## src/verilog/uart_pkg.sv

```systemverilog
package uart_pkg;

	////////////////////////////////////////////////////
	// Data and register map
	////////////////////////////////////////////////////

	typedef logic [7:0] byte_t;

	// One address bit, two registers
	typedef enum logic [0:0] {
		REG_DATA   = 1'b0,
		REG_STATUS = 1'b1
	} reg_addr_t;

	// Bit positions in the status word
	localparam int STAT_TX_FULL  = 0;
	localparam int STAT_RX_VALID = 1;
	localparam int STAT_OVERRUN  = 2;
	localparam int STAT_FRAMING  = 3;

	////////////////////////////////////////////////////
	// State encodings
	////////////////////////////////////////////////////

	typedef enum logic [1:0] {
		BUF_EMPTY,
		BUF_HELD,
		BUF_HANDOFF
	} buf_state_t;

	typedef enum logic [1:0] {
		TX_IDLE,
		TX_START,
		TX_DATA,
		TX_STOP
	} tx_state_t;

	typedef enum logic [1:0] {
		RX_IDLE,
		RX_START,
		RX_DATA,
		RX_STOP
	} rx_state_t;

endpackage
```

## src/verilog/uart_host_if.sv

```systemverilog
`timescale 1ns/1ps

interface uart_host_if;

	// Transmit side
	uart_pkg::byte_t tx_data;
	logic            tx_wr;
	logic            tx_full;

	// Receive side
	uart_pkg::byte_t rx_data;
	logic            rx_valid;
	logic            rx_rd;

	// Error flags and their clear strobes
	logic            clr_overrun;
	logic            clr_framing;
	logic            overrun;
	logic            framing_err;

	// Bus decoder drives all strobes
	modport decode (
		output tx_data, tx_wr, rx_rd, clr_overrun, clr_framing,
		input  tx_full, rx_data, rx_valid, overrun, framing_err
	);

	// Holding buffer
	modport tx (
		input  tx_data, tx_wr,
		output tx_full
	);

	// Receiver, also keeps the flags
	modport rx (
		input  rx_rd, clr_overrun, clr_framing,
		output rx_data, rx_valid, overrun, framing_err
	);

endinterface

```

## src/verilog/uart_top.sv

```systemverilog
`timescale 1ns/1ps

module uart_top #(
	parameter int CLKS_PER_BIT = 8
) (
	input  logic                clk,
	input  logic                rst_n,
	input  logic                cyc,
	input  logic                stb,
	input  logic                we,
	input  uart_pkg::reg_addr_t adr,
	input  uart_pkg::byte_t     dat_w,
	output uart_pkg::byte_t     dat_r,
	output logic                ack,
	input  logic                rxd,
	output logic                txd
);

	// Buffer to serializer hand-off
	logic            start;
	logic            busy;
	uart_pkg::byte_t data;

	uart_host_if host ();

	////////////////////////////////////////////////////
	// Bus side
	////////////////////////////////////////////////////

	uart_wb_decode u_decode (
		.clk   (clk),
		.rst_n (rst_n),
		.cyc   (cyc),
		.stb   (stb),
		.we    (we),
		.adr   (adr),
		.dat_w (dat_w),
		.dat_r (dat_r),
		.ack   (ack),
		.host  (host.decode)
	);

	uart_tx_buffer u_tx_buffer (
		.clk   (clk),
		.rst_n (rst_n),
		.host  (host.tx),
		.start (start),
		.data  (data),
		.busy  (busy)
	);

	////////////////////////////////////////////////////
	// Line side
	////////////////////////////////////////////////////

	uart_tx_serializer #(
		.CLKS_PER_BIT (CLKS_PER_BIT)
	) u_tx_serializer (
		.clk   (clk),
		.rst_n (rst_n),
		.start (start),
		.data  (data),
		.busy  (busy),
		.txd   (txd)
	);

	uart_rx_deserializer #(
		.CLKS_PER_BIT (CLKS_PER_BIT)
	) u_rx_deserializer (
		.clk   (clk),
		.rst_n (rst_n),
		.rxd   (rxd),
		.host  (host.rx)
	);

endmodule

```

## src/verilog/uart_rx_deserializer.sv

```systemverilog
`timescale 1ns/1ps

module uart_rx_deserializer #(
	parameter int CLKS_PER_BIT = 8
) (
	input  logic    clk,
	input  logic    rst_n,
	input  logic    rxd,
	uart_host_if.rx host
);

	localparam int CW = $clog2(CLKS_PER_BIT);

	uart_pkg::rx_state_t state;
	logic [1:0]          sync;
	logic                rx_s;
	logic                rx_d;
	logic [CW-1:0]       clk_cnt;
	logic [2:0]          bit_cnt;
	logic                bit_end;
	logic                half_end;
	logic                stop_ok;
	uart_pkg::byte_t     shreg;

	// Two-flop synchronizer, idle high
	assign rx_s = sync[1];

	assign bit_end  = (clk_cnt == CW'(CLKS_PER_BIT - 1));
	assign half_end = (clk_cnt == CW'(CLKS_PER_BIT / 2 - 1));

	// Good frame ends here
	assign stop_ok = (state == uart_pkg::RX_STOP) && bit_end && rx_s;

	always_ff @(posedge clk or negedge rst_n)
	begin
		if (!rst_n)
		begin
			sync <= 2'b11;
			rx_d <= 1'b1;
		end
		else
		begin
			sync <= {sync[0], rxd};
			rx_d <= rx_s;
		end
	end

	////////////////////////////////////////////////////
	// Frame receiver
	////////////////////////////////////////////////////

	always_ff @(posedge clk or negedge rst_n)
	begin
		if (!rst_n)
		begin
			state   <= uart_pkg::RX_IDLE;
			clk_cnt <= '0;
			bit_cnt <= '0;
		end
		else
		begin
			clk_cnt <= clk_cnt + 1'b1;
			case (state)
				// Falling edge only, so a stuck-low line is not re-hunted
				uart_pkg::RX_IDLE:
				begin
					clk_cnt <= '0;
					bit_cnt <= '0;
					if (!rx_s && rx_d)
						state <= uart_pkg::RX_START;
				end
				// Mid start bit, reject glitches
				uart_pkg::RX_START:
					if (half_end)
					begin
						clk_cnt <= '0;
						state   <= rx_s ? uart_pkg::RX_IDLE : uart_pkg::RX_DATA;
					end
				uart_pkg::RX_DATA:
					if (bit_end)
					begin
						clk_cnt <= '0;
						bit_cnt <= bit_cnt + 1'b1;
						if (bit_cnt == 3'd7)
							state <= uart_pkg::RX_STOP;
					end
				uart_pkg::RX_STOP:
					if (bit_end)
						state <= uart_pkg::RX_IDLE;
				default:
					state <= uart_pkg::RX_IDLE;
			endcase
		end
	end

	// Data bits enter at the top, LSB first
	always_ff @(posedge clk)
	begin
		if (state == uart_pkg::RX_DATA && bit_end)
			shreg <= {rx_s, shreg[7:1]};
		if (stop_ok)
			host.rx_data <= shreg;
	end

	////////////////////////////////////////////////////
	// Status flags
	////////////////////////////////////////////////////

	always_ff @(posedge clk or negedge rst_n)
	begin
		if (!rst_n)
		begin
			host.rx_valid    <= 1'b0;
			host.overrun     <= 1'b0;
			host.framing_err <= 1'b0;
		end
		else
		begin
			// Clears first, a new event wins
			if (host.rx_rd)
				host.rx_valid <= 1'b0;
			if (host.clr_overrun)
				host.overrun <= 1'b0;
			if (host.clr_framing)
				host.framing_err <= 1'b0;
			if (stop_ok)
			begin
				host.rx_valid <= 1'b1;
				// Unread byte gets replaced
				if (host.rx_valid && !host.rx_rd)
					host.overrun <= 1'b1;
			end
			// Low stop bit, byte dropped
			if (state == uart_pkg::RX_STOP && bit_end && !rx_s)
				host.framing_err <= 1'b1;
		end
	end

endmodule

```

## src/verilog/uart_tx_serializer.sv

```systemverilog
`timescale 1ns/1ps

module uart_tx_serializer #(
	parameter int CLKS_PER_BIT = 8
) (
	input  logic            clk,
	input  logic            rst_n,
	input  logic            start,
	input  uart_pkg::byte_t data,
	output logic            busy,
	output logic            txd
);

	localparam int CW = $clog2(CLKS_PER_BIT);

	uart_pkg::tx_state_t state;
	logic [CW-1:0]       clk_cnt;
	logic [2:0]          bit_cnt;
	logic                bit_end;
	uart_pkg::byte_t     shreg;

	// Last cycle of the current bit period
	assign bit_end = (clk_cnt == CW'(CLKS_PER_BIT - 1));
	assign busy    = (state != uart_pkg::TX_IDLE);

	////////////////////////////////////////////////////
	// Frame sequencer
	////////////////////////////////////////////////////

	always_ff @(posedge clk or negedge rst_n)
	begin
		if (!rst_n)
		begin
			state   <= uart_pkg::TX_IDLE;
			clk_cnt <= '0;
			bit_cnt <= '0;
			txd     <= 1'b1;
		end
		else
		begin
			// Free-running bit timer while a frame is out
			if (state == uart_pkg::TX_IDLE || bit_end)
				clk_cnt <= '0;
			else
				clk_cnt <= clk_cnt + 1'b1;
			case (state)
				uart_pkg::TX_IDLE:
				begin
					bit_cnt <= '0;
					if (start)
					begin
						state <= uart_pkg::TX_START;
						txd   <= 1'b0;
					end
				end
				uart_pkg::TX_START:
					if (bit_end)
					begin
						state <= uart_pkg::TX_DATA;
						txd   <= shreg[0];
					end
				// LSB first
				uart_pkg::TX_DATA:
					if (bit_end)
					begin
						if (bit_cnt == 3'd7)
						begin
							state <= uart_pkg::TX_STOP;
							txd   <= 1'b1;
						end
						else
						begin
							bit_cnt <= bit_cnt + 1'b1;
							txd     <= shreg[0];
						end
					end
				uart_pkg::TX_STOP:
					if (bit_end)
						state <= uart_pkg::TX_IDLE;
				default:
					state <= uart_pkg::TX_IDLE;
			endcase
		end
	end

	// Shift register, next bit always at position 0
	always_ff @(posedge clk)
	begin
		if (state == uart_pkg::TX_IDLE && start)
			shreg <= data;
		else if (bit_end && (state == uart_pkg::TX_START || state == uart_pkg::TX_DATA))
			shreg <= shreg >> 1;
	end

	// Buffer hands over only between frames
	a_start_idle: assert property (@(posedge clk) disable iff (!rst_n) start |-> !busy);

endmodule

```

## src/verilog/uart_tx_buffer.sv

```systemverilog
`timescale 1ns/1ps

module uart_tx_buffer (
	input  logic            clk,
	input  logic            rst_n,
	uart_host_if.tx         host,
	output logic            start,
	output uart_pkg::byte_t data,
	input  logic            busy
);

	uart_pkg::buf_state_t state;
	uart_pkg::buf_state_t state_nxt;

	// Moore outputs
	assign host.tx_full = (state != uart_pkg::BUF_EMPTY);
	assign start        = (state == uart_pkg::BUF_HANDOFF);

	always_ff @(posedge clk or negedge rst_n)
	begin
		if (!rst_n)
			state <= uart_pkg::BUF_EMPTY;
		else
			state <= state_nxt;
	end

	always_comb
	begin
		state_nxt = state;
		case (state)
			uart_pkg::BUF_EMPTY:
				if (host.tx_wr)
					state_nxt = uart_pkg::BUF_HELD;
			// Wait out the frame in flight
			uart_pkg::BUF_HELD:
				if (!busy)
					state_nxt = uart_pkg::BUF_HANDOFF;
			uart_pkg::BUF_HANDOFF:
				state_nxt = uart_pkg::BUF_EMPTY;
			default:
				state_nxt = uart_pkg::BUF_EMPTY;
		endcase
	end

	// Held byte, loaded only while empty
	always_ff @(posedge clk)
	begin
		if (state == uart_pkg::BUF_EMPTY && host.tx_wr)
			data <= host.tx_data;
	end

	// Decoder must hold off writes while a byte is held
	a_no_wr_when_full: assert property (
		@(posedge clk) disable iff (!rst_n) host.tx_wr |-> !host.tx_full
	);

endmodule

```

## src/verilog/uart_wb_decode.sv

```systemverilog
`timescale 1ns/1ps

module uart_wb_decode (
	input  logic                 clk,
	input  logic                 rst_n,
	input  logic                 cyc,
	input  logic                 stb,
	input  logic                 we,
	input  uart_pkg::reg_addr_t  adr,
	input  uart_pkg::byte_t      dat_w,
	output uart_pkg::byte_t      dat_r,
	output logic                 ack,
	uart_host_if.decode          host
);

	logic            data_wr;
	logic            take;
	uart_pkg::byte_t status;

	// Write to DATA stalls while the buffer is full
	assign data_wr = we && (adr == uart_pkg::REG_DATA);

	// Accept once per cycle, never in the ack cycle itself
	assign take = cyc && stb && !ack && !(data_wr && host.tx_full);

	// Status word, unused bits read as zero
	always_comb
	begin
		status = '0;
		status[uart_pkg::STAT_TX_FULL]  = host.tx_full;
		status[uart_pkg::STAT_RX_VALID] = host.rx_valid;
		status[uart_pkg::STAT_OVERRUN]  = host.overrun;
		status[uart_pkg::STAT_FRAMING]  = host.framing_err;
	end

	////////////////////////////////////////////////////
	// Ack and side-effect strobes
	////////////////////////////////////////////////////

	always_ff @(posedge clk or negedge rst_n)
	begin
		if (!rst_n)
		begin
			ack              <= 1'b0;
			host.tx_wr       <= 1'b0;
			host.rx_rd       <= 1'b0;
			host.clr_overrun <= 1'b0;
			host.clr_framing <= 1'b0;
		end
		else
		begin
			ack        <= take;
			host.tx_wr <= take && data_wr;
			// Reading DATA pops the received byte
			host.rx_rd <= take && !we && (adr == uart_pkg::REG_DATA);
			// Write-one-to-clear on STATUS
			host.clr_overrun <= take && we && (adr == uart_pkg::REG_STATUS)
				&& dat_w[uart_pkg::STAT_OVERRUN];
			host.clr_framing <= take && we && (adr == uart_pkg::REG_STATUS)
				&& dat_w[uart_pkg::STAT_FRAMING];
		end
	end

	// Payload, only meaningful next to its strobe
	always_ff @(posedge clk)
	begin
		if (take && data_wr)
			host.tx_data <= dat_w;
		if (take && !we)
			dat_r <= (adr == uart_pkg::REG_DATA) ? host.rx_data : status;
	end

	// Single-cycle ack per bus cycle
	a_ack_single: assert property (@(posedge clk) disable iff (!rst_n) ack |=> !ack);

endmodule

```

## config.mk

```make
export PLATFORM = sky130hd
export DESIGN_NAME = uart_top
export DESIGN_NICKNAME = d
export VERILOG_FILES = /design/src/verilog/uart_pkg.sv /design/src/verilog/uart_host_if.sv /design/src/verilog/uart_top.sv /design/src/verilog/uart_rx_deserializer.sv /design/src/verilog/uart_tx_serializer.sv /design/src/verilog/uart_tx_buffer.sv /design/src/verilog/uart_wb_decode.sv
export SDC_FILE = /design/constraint.sdc
export NUM_CORES = 1
export LEC_CHECK = 0
export ABC_AREA = 1
export BUFFER_PORTS_ARGS = -buffer_cell sky130_fd_sc_hd__buf_2
export CAP_MARGIN = 0
export CORE_ASPECT_RATIO = 1.1
export CORE_MARGIN = 2
export CORE_UTILIZATION = 58
export DETAILED_ROUTE_END_ITERATION = 6
export PLACE_DENSITY_LB_ADDON = 0.05
export SLEW_MARGIN = 15
export SYNTH_ARGS = -nofsm -noshare
export SYNTH_HDL_FRONTEND = slang
export SYNTH_SLANG_ARGS = --single-unit
```

## constraint.sdc

```tcl
create_clock -name clk -period 1.97 [get_ports clk]
set_input_delay 0.0985 -clock clk [delete_from_list [all_inputs] [get_ports clk]]
set_output_delay 0.0985 -clock clk [all_outputs]
set_load 0.03 [all_outputs]
```

# Word-level counts from Yosys, hierarchy flattened
# Cells that the tools add are included.
[totals]
input_bits = 15
output_inout_bits = 10
regBits = 78
elab_cells = 141
[op_classes]
n_reduce_logical = 45
eq_ne = 26
n_mux = 40
bitwise = 1
addsub = 4
[op_table]
columns = ["operator", "n"]
rows = [
  ["$mux W2", 13],
  ["$logic_and A1 B1 Y1", 21],
  ["$ne A2 B1 Y1 const B", 10],
  ["$mux W3", 6],
  ["$mux W8", 2],
  ["$pmux W2 S4", 2],
  ["$reduce_bool A2 Y1", 7],
  ["$add A3 B1 Y3 const B", 4],
  ["$eq A3 B3 Y1 const B", 4],
  ["$pmux W3 S2", 2],
  ["$mux W1", 11],
  ["$eq A2 B2 Y1 const B", 5],
  ["$reduce_and A5 Y1", 2],
  ["$pmux W3 S3", 1],
  ["$eq A2 B1 Y1 const B", 3],
  ["$logic_not A2 Y1", 3],
  ["$ne A2 B2 Y1 const B", 3],
  ["$logic_not A1 Y1", 5],
  ["$mux W4", 1],
  ["$pmux W2 S2", 1],
  ["$reduce_and A2 Y1", 2],
  ["$reduce_and A4 Y1", 1],
  ["$eq A3 B2 Y1 const B", 1],
  ["$pmux W1 S3", 1],
  ["other kinds (4)", 5],
]

# Depth between registers and ports, before layout
# Gate-level depths: netlist of the first run.
[logic_depth]
ltp_word = 8
mapped_depth = 8
mapped_depth_nobuf = 8

# Modules after synthesis
# Synthesis of the first run repeated with hierarchy kept, for this count alone.
[hier_totals]
hier_cells = 270
area_unflattened_um2 = 3260.6
[modules_own_cells]
columns = ["mod", "n_inst", "cells_per_inst", "area_per_inst_um2", "seq_area_each_um2"]
rows = [
  ["uart_rx_deserializer", 1, 96, 1199.9, 834.6],
  ["uart_tx_serializer", 1, 95, 944.7, 466.7],
  ["uart_wb_decode", 1, 59, 784.5, 605.6],
  ["uart_tx_buffer", 1, 20, 331.6, 290.3],
]

# Least setup slack after synthesis of the first run
# No wires, ideal clock.
[synth_path]
path_kind = "reg2reg"
start = "register u_tx_serializer.state[0]"
end = "register u_tx_serializer.shreg[0], enable pin"
period_less_slack_ps = 1796
path_buffers = 0
setup_time_ps = 384
slack_ps = 174
path_stages_with_launch = 5
arrival_ps = 1412
required_time_ps = 1586
cell_sequence = "dfrtp_1 inv_1 ha_1 inv_1 o21ai_0"
[synth_between]
elab_chain_cells = 4
elab_cells_between_ends = 7
cone_classes = "eq/ne (2); reduce/logical (5)"
[synth_lines]
columns = ["item", "line_no", "source"]
rows = [
  ["from (decl)", "uart_tx_serializer.sv:16", "uart_pkg::tx_state_t state;"],
  ["from (signal assigned)", "uart_tx_serializer.sv:34", "state <= uart_pkg::TX_IDLE;"],
  ["from (signal assigned)", "uart_tx_serializer.sv:52", "state <= uart_pkg::TX_START;"],
  ["from (signal assigned)", "uart_tx_serializer.sv:59", "state <= uart_pkg::TX_DATA;"],
  ["$eq A2 B1 Y1 or $eq A2 B2 Y1 (tied branches)", "uart_tx_serializer.sv:91", "else if (bit_end && (state == uart_pkg::TX_START || state == uart_pkg::TX_DATA))"],
  ["$logic_or A1 B1 Y1", "uart_tx_serializer.sv:91", ""],
  ["$logic_and A1 B1 Y1", "uart_tx_serializer.sv:91", ""],
  ["$reduce_bool A2 Y1 (no line) *", "-", ""],
  ["to (signal assigned)", "uart_tx_serializer.sv:90", "shreg <= data;"],
  ["to (signal assigned)", "uart_tx_serializer.sv:92", "shreg <= shreg >> 1;"],
  ["to (decl)", "uart_tx_serializer.sv:20", "uart_pkg::byte_t shreg;"],
]
# Every way passes the cells marked *; elsewhere a longest branch is shown, timed or not.
# A chain may end at the register's enable or synchronous reset.

# Final worst setup path of the first run
[layout_path]
start = "register u_tx_buffer.state[0]"
end = "register u_decode.host.tx_data[7], enable pin"
[layout_between]
elab_chain_cells = 5
[layout_lines]
columns = ["item", "line_no", "source"]
rows = [
  ["from (decl)", "uart_tx_buffer.sv:12", "uart_pkg::buf_state_t state;"],
  ["from (signal assigned)", "uart_tx_buffer.sv:22", "state <= uart_pkg::BUF_EMPTY;"],
  ["from (signal assigned)", "uart_tx_buffer.sv:24", "state <= state_nxt;"],
  ["$reduce_bool A2 Y1", "uart_tx_buffer.sv:16", "assign host.tx_full = (state != uart_pkg::BUF_EMPTY);"],
  ["$logic_and A1 B1 Y1", "uart_wb_decode.sv:24", "assign take = cyc && stb && !ack && !(data_wr && host.tx_full);"],
  ["$logic_not A1 Y1", "uart_wb_decode.sv:24", ""],
  ["$logic_and A1 B1 Y1", "uart_wb_decode.sv:24", ""],
  ["named net u_decode.take", "uart_wb_decode.sv:17", "logic take;"],
  ["$logic_and A1 B1 Y1", "uart_wb_decode.sv:67", "if (take && data_wr)"],
  ["to (signal assigned)", "uart_wb_decode.sv:68", "host.tx_data <= dat_w;"],
  ["to (decl)", "uart_host_if.sv:23", "output tx_data, tx_wr, rx_rd, clr_overrun, clr_framing,"],
]
# The timed path passes the listed nets, and every way through them passes these cells.

==> flow_metrics.env, run 1 <==
export IMPL_status="completed"
export IMPL_post_route_drc_count=0
export IMPL_grt_usage_pct=18.0
export IMPL_cts_root_buffer="clkbuf_8"
export IMPL_crit_top_cell="inv_1"
export IMPL_rows=27
export IMPL_clock_path_buffers=2
export IMPL_die_x_um=73.7
export IMPL_post_cts_resize_count=0
export IMPL_crit_chain="inv_1 -> nand2_1 -> nand3_1 -> nand2_1 -> inv_1 -> nand3_1 -> inv_1"
export IMPL_arrival_ps=1520
export IMPL_max_slew_margin_pct=57.4
export IMPL_synth_fp_nets=290
export IMPL_min_period_ps=1510
export IMPL_grt_ovfl_total=0
export IMPL_port_buffer_count=24
export IMPL_gp_congestion=0.810
export IMPL_end_kind="register"
export IMPL_tightest_slew_ps=639
export IMPL_hpwl_um=3330
export IMPL_dieArea_um2=5940
export IMPL_core_area_um2=5070
export IMPL_grt_pass1_wl_um=7820
export IMPL_drt_iter0_markers=51
export IMPL_crit_required_ps=1980
export IMPL_synthTopCellsByArea="edfxtp_1, dfrtp_1, nand2_1"
export IMPL_fin_crit_sh_pct=76.7
export IMPL_io_pin_count=25
export IMPL_drv_slew=0
export IMPL_vdd_drop_max_mv=0.620
export IMPL_yosysTopAreaCell="edfxtp_1"
export IMPL_dr_pass1_iters=4
export IMPL_synth_commonest_cells="nand2_1, edfxtp_1, inv_1, dfrtp_1, nor2_1"
export IMPL_start_util_pct=61.2
export IMPL_r2r_slack_ps=460
export IMPL_fmaxAchievable_ghz=0.662
export IMPL_hold_path_class="primary input to register"
export IMPL_fin_tns_setup_ps=0
export IMPL_area_delta_synth_final_pct=15.5
export IMPL_viasPerCell=4.92
export IMPL_cp_startpoint="u_tx_buffer.state[0]$_DFFE_PN0P_"
export IMPL_cp_slowest_cell="dfrtp_1"
export IMPL_synthesis_area_um2=3100
export IMPL_cts_sinks=78
export IMPL_grt_antenna_before_repair=0
export IMPL_power_density_nw_per_um2=1030
export IMPL_routed_via_count=1825
export IMPL_final_core_util_pct=70.7
export IMPL_final_antenna_net_count=0
export IMPL_worst_path_largest_cell_delay_ps=380
export IMPL_reg2reg_depth=7
export IMPL_ys_seq_elements=78
export IMPL_clock_latency_ps=340
export IMPL_fin_nets=337
export IMPL_reg2reg_from="u_tx_buffer.state[0]$_DFFE_PN0P_"
export IMPL_cap_violations=0
export IMPL_rsz0062_at_grt="no"
export IMPL_chipHeight_um=80.7
export IMPL_synth_cell_type_count=23
export IMPL_antenna_cells=0
export IMPL_cts_tree="built"
export IMPL_wl_per_cell_um=12.3
export IMPL_timing_rr_end="u_decode.host.tx_data[7]$_DFFE_PP_"
export IMPL_clk_pin_slew_ps=80
export IMPL_finalSetupViolations=0
export IMPL_critPathKind="register to register"
export IMPL_post_synth_cell_area_avg_um2=11.9
export IMPL_synth_ff_type="edfxtp_1"
export IMPL_crit_fanout=9
export IMPL_ys_seq_area_share_pct=70.9
export IMPL_synth_cells=261
export IMPL_synth_top_area_share_pct=46.5
export IMPL_num_fill_cells=378
export IMPL_final_layout_size_suffix_gt1_share_pct=16.3
export IMPL_finClkSkew_ps=5.50
export IMPL_h_tree_depth=3
export IMPL_grt_pass1_vias=1816
export IMPL_grt_max_degree=31
export IMPL_synthArstFlopShare_pct=38.5
export IMPL_numCtsBuffers=9
export IMPL_holdCritStartpoint="adr"
export IMPL_ys_warnings_count=0
export IMPL_cp_endpoint="u_decode.host.tx_data[7]$_DFFE_PP_"
export IMPL_start_kind="register"
export IMPL_p_leak_nw=1.65
export IMPL_synth_edf_count=48
export IMPL_post_synth_top_count_cell="nand2_1"
export IMPL_min_path_cells=2
export IMPL_hold_viol_final=0
export IMPL_finalWirelength_um=4560
-- timing repair --
item                      4_1_cts  5_1_grt
setup buffers                   0        0
hold endpoints to repair       38        0
hold buffers                   11        0
-- power by group --
group	internal, W	switching [W]
Clock	0.000453	0.000541
Sequential	0.00187	0.0000860
Combinational	0.000271	0.000483
-- worst max-delay path, delay by kind of cell (launching register included) --
kind / cells / cell delay, ps
flops: 1 / 380
simple gates: 4 / 340
buf+inv: 3 / 450
-- final cells by class --
cell class | instances | area, µm² | share of cell area (%)
sequential | 78 | 2200 | 61.4
multi-input combinational | 138 | 727 | 20.3
timing repair buffer | 39 | 260 | 7.27
inverter | 42 | 158 | 4.40
clock buffer | 10 | 128 | 3.56
tap | 58 | 72.6 | 2.03
clock inverter | 6 | 38.8 | 1.08
-- through the flow --
step                      hold slack, ps  area, µm²  power [W]  cells  worst slack [ps]
after floorplan                     -197       3100    0.00254    261               174
after global placement               167       3300    0.00271    344               500
after detailed placement             153       3300    0.00273    344               473
after CTS                           66.8       3580    0.00375    371               457
after global routing                80.0       3580    0.00396    371               276
final                               68.9       3580    0.00370    371               458
-- registers in the layout, indices dropped and copies added, names as in the netlist, 2 cells and up, named ones only --
name,count
u_tx_buffer.state,2
u_tx_serializer.state,2
u_tx_serializer.clk_cnt,3
u_decode.dat_r,8
u_decode.host.tx_data,8
u_rx_deserializer.host.rx_data,8
u_rx_deserializer.clk_cnt,3
u_tx_buffer.data,8
u_rx_deserializer.shreg,8
u_rx_deserializer.bit_cnt,3
u_rx_deserializer.sync,2
u_tx_serializer.bit_cnt,3
u_tx_serializer.shreg,8
-- cell families (layout without fill, tap and decap cells) --
logic type | Yosys count | count (layout) | synth area share [%]
and+or+nand+nor | 97 | 97 | 13.2
DFF | 78 | 78 | 70.9
buffers and inverters | 45 | 97 | 5.65
AOI/OAI and AO/OA | 27 | 27 | 4.56
adders and majority gates | 14 | 14 | 5.65
-- metal layers --
metal  part of all wire [%]  vias to the layer above  routed length (µm)  track usage (%)
met5                      0                        -                   0                0
met4                    1.1                        0                  51             9.09
met3                    3.5                        6                 161             5.14
met2                     51                       27                2340             29.3
met1                     44                      842                2000             21.8
li1                       -                      950                   -                -
-- worst min-delay path by stage --
stage	endpoint	slack, ps
after global routing	u_decode.host.rx_rd$_DFF_PN0_	80
final	u_decode.host.rx_rd$_DFF_PN0_	70
after detailed placement	u_tx_serializer.bit_cnt[2]$_DFFE_PN0P_	150
after CTS	u_decode.host.rx_rd$_DFF_PN0_	70
after global placement	u_tx_serializer.bit_cnt[2]$_DFFE_PN0P_	170
after floorplan	async pin	-200
-- layout by cell type, fill, tap and decap left out --
cell type | synthesis | layout
clkinv_2 | 0 | 1
clkinv_1 | 0 | 2
inv_2 | 1 | 1
a21oi_1 | 3 | 3
nor2_2 | 2 | 2
clkinv_4 | 0 | 3
nand4_1 | 3 | 3
nor2_4 | 1 | 1
o22ai_1 | 2 | 2
ha_1 | 14 | 14
nor3_1 | 2 | 2
o21ai_1 | 1 | 1
edfxtp_1 | 48 | 48
or2_2 | 1 | 1
o21ai_0 | 19 | 19
nand2_1 | 54 | 54
buf_2 | 2 | 24
clkbuf_1 | 0 | 1
inv_1 | 41 | 41
dfrtp_1 | 26 | 26
dfstp_2 | 4 | 4
a21boi_1 | 1 | 1
nand3_1 | 12 | 12
buf_4 | 1 | 4
clkbuf_8 | 0 | 9
dlygate4sd3_1 | 0 | 11
nor2_1 | 21 | 21
a31oi_1 | 1 | 1
nand3_2 | 1 | 1
Power figures use the tool's default switching activity.
==> run 2, diff against run 1 <==
--- a/config.mk
+++ b/config.mk
@@ -5,12 +5,12 @@
 export SDC_FILE = /design/constraint.sdc
 export NUM_CORES = 1
 export LEC_CHECK = 0
-export ABC_AREA = 1
+export ABC_AREA = 0
 export BUFFER_PORTS_ARGS = -buffer_cell sky130_fd_sc_hd__buf_2
 export CAP_MARGIN = 0
 export CORE_ASPECT_RATIO = 1.1
 export CORE_MARGIN = 2
-export CORE_UTILIZATION = 58
+export CORE_UTILIZATION = 59
 export DETAILED_ROUTE_END_ITERATION = 6
 export PLACE_DENSITY_LB_ADDON = 0.05
 export SLEW_MARGIN = 15
==> constraint.sdc (replaced) <==
create_clock -name clk -period 1.4 [get_ports clk]
set_input_delay 0.07 -clock clk [delete_from_list [all_inputs] [get_ports clk]]
set_output_delay 0.07 -clock clk [all_outputs]
set_load 0.03 [all_outputs]
==> flow_metrics.env, run 2 <==
export IMPL_viasPerCell=5.38
export IMPL_met2_length_um=3200
export IMPL_power_density_nw_per_um2=1720
export IMPL_grt_usage_pct=22.0
export IMPL_core_area_um2=5070
export IMPL_hold_path_class="primary input to register"
export IMPL_post_route_drc_count=0
export IMPL_finalSetupViolations=21
export IMPL_area_delta_synth_final_pct=31.3
export IMPL_final_layout_size_suffix_gt1_share_pct=46.3
export IMPL_hpwl_um=3550
export IMPL_timing_rr_end="u_tx_serializer.state[1]$_DFFE_PN0P_"
export IMPL_finClkSkew_ps=8.92
export IMPL_synthArstFlopShare_pct=38.5
export IMPL_hold_viol_final=0
export IMPL_min_period_ps=1630
export IMPL_ys_warnings_count=0
export IMPL_chipHeight_um=80.7
export IMPL_synth_cell_type_count=45
export IMPL_synth_ff_type="edfxtp_1"
export IMPL_grt_pass1_wl_um=9360
export IMPL_power_w=0.00715
export IMPL_clk_pin_slew_ps=70
export IMPL_reg2reg_from="u_tx_serializer.clk_cnt[1]$_DFF_PN0_"
export IMPL_ys_seq_area_share_pct=69.7
export IMPL_drt_iter0_markers=49
export IMPL_final_cells=341
export IMPL_p_leak_nw=1.72
export IMPL_wl_per_cell_um=16.5
export IMPL_maxUsedRoutingLayer="met4"
export IMPL_arrival_ps=1850
export IMPL_grt_max_degree=31
export IMPL_finalWirelength_um=5630
export IMPL_start_util_pct=62.2
export IMPL_drv_slew=0
export IMPL_dp_slack_ps=-331
export IMPL_synth_commonest_cells="edfxtp_1, dfrtp_1, ha_1, nor2_1"
export IMPL_vdd_drop_max_mv=1.49
export IMPL_post_synth_cell_area_avg_um2=15.7
export IMPL_cts_root_buffer="clkbuf_8"
export IMPL_h_tree_depth=3
export IMPL_wl_met3_um=184
export IMPL_routed_via_count=1835
export IMPL_end_kind="register"
export IMPL_wl_met1_um=2110
export IMPL_post_synth_top_count_cell="edfxtp_1"
export IMPL_whs_ps=102
export IMPL_numCtsBuffers=9
export IMPL_rsz0062_at_grt="yes"
export IMPL_fin_crit_sh_pct=116
export IMPL_grt_antenna_before_repair=0
export IMPL_synthesis_area_um2=3150
export IMPL_io_pin_count=25
export IMPL_clock_path_buffers=2
export IMPL_synth_top_area_share_pct=45.7
export IMPL_port_buffer_count=24
export IMPL_violations="negative setup slack"
export IMPL_antenna_cells=0
export IMPL_crit_fanout=5
export IMPL_rows=27
export IMPL_grt_pass1_vias=1989
export IMPL_start_kind="register"
export IMPL_dr_pass1_iters=4
export IMPL_yosysTopAreaCell="edfxtp_1"
export IMPL_die_x_um=73.7
export IMPL_final_antenna_net_count=0
export IMPL_synth_edf_count=48
export IMPL_max_slew_margin_pct=54.7
export IMPL_fmaxAchievable_ghz=0.614
export IMPL_synth_cells=201
export IMPL_reg2reg_depth=5
export IMPL_status="finished, violations left"
export IMPL_setup_ws_ps=-228
export IMPL_dieArea_um2=5950
export IMPL_fin_nets=307
export IMPL_r2r_slack_ps=-230
export IMPL_gp_congestion=0.819
export IMPL_clock_latency_ps=340
export IMPL_dp_cells=298
export IMPL_cts_tree="built"
export IMPL_cp_endpoint="u_tx_serializer.state[1]$_DFFE_PN0P_"
export IMPL_critPathKind="register to register"
export IMPL_synthTopCellsByArea="edfxtp_1, dfrtp_1, ha_1"
export IMPL_tightest_slew_ps=680
export IMPL_ys_seq_elements=78
export IMPL_cp_startpoint="u_tx_serializer.clk_cnt[1]$_DFF_PN0_"
export IMPL_synth_fp_nets=230
export IMPL_layout_commonest_cell="edfxtp_1"
export IMPL_cap_violations=0
export IMPL_cts_sinks=78
export IMPL_crit_required_ps=1620
export IMPL_layout_common_cells="edfxtp_1, buf_4, dfrtp_1, buf_2, dlygate4sd3_1"
export IMPL_grt_ovfl_total=0
run 2: layout make-up:
type | instances | area, µm²
clock buffers | 9 | 124
repair buffers | 71 | 541
flip-flops and latches | 78 | 2200
clock inverters | 7 | 65.1
fillers | 270 | 925
well taps | 58 | 72.6
multi-input cells | 109 | 1100
inverters | 9 | 41.3
run 2: cell families (layout without fill, tap and decap cells):
family | after synthesis | in the layout | share of synthesized area, %
flops | 78 | 78 | 69.7
simple gates | 52 | 53 | 9.56
compound gates | 24 | 24 | 6.62
mux | 17 | 17 | 6.11
buf+inv | 15 | 96 | 2.22
fa+ha+maj | 14 | 14 | 5.55
xor+xnor | 1 | 1 | 0.278
run 2: worst max-delay path: stages (launching register included):
cell	delay, ps
dfrtp_1	390
ha_4	160
ha_4	190
o21ba_4	190
a2111oi_4	250
mux2_4	330
run 2: worst min-delay path by stage:
stage / from / end / slack [ps] / depth (start not counted)
after CTS: adr / u_decode.host.rx_rd$_DFF_PN0_ / 90 / 2
after floorplan: rst_n / async pin / -230 / 0
after global placement: rst_n / async pin / 140 / 1
final: adr / u_decode.host.rx_rd$_DFF_PN0_ / 100 / 2
after global routing: adr / u_decode.host.rx_rd$_DFF_PN0_ / 130 / 2
after detailed placement: rst_n / async pin / 150 / 1
run 2: routing by layer:
layer / track usage (%) / up-vias
li1: - / 891
met1: 22.7 / 889
met2: 39.7 / 39
met3: 6.65 / 16
met4: 10.7 / 0
met5: 0 / -
run 2: repair_timing:
action,CTS,global route
pin swaps,11,8
hold buffers,11,0
setup buffers,7,8
endpoints found under the setup margin,46,42
endpoints found under the hold margin,36,0
gates cloned,1,0
gates resized for setup,27,15
run 2: report_power, final:
part           switching, W  internal, W
Combinational       0.00110      0.00141
Sequential         0.000265      0.00280
Clock              0.000755     0.000810
run 2: per-stage QoR:
stage | util (%) | TNS, ps | instance area, µm²
final | 81.8 | -3410 | 4140
after global routing | 81.8 | -4270 | 4140
after CTS | 78.9 | -2440 | 4000
after detailed placement | 69.9 | -5520 | 3540
after global placement | 69.9 | -3430 | 3540
after floorplan | - | -4390 | 3230
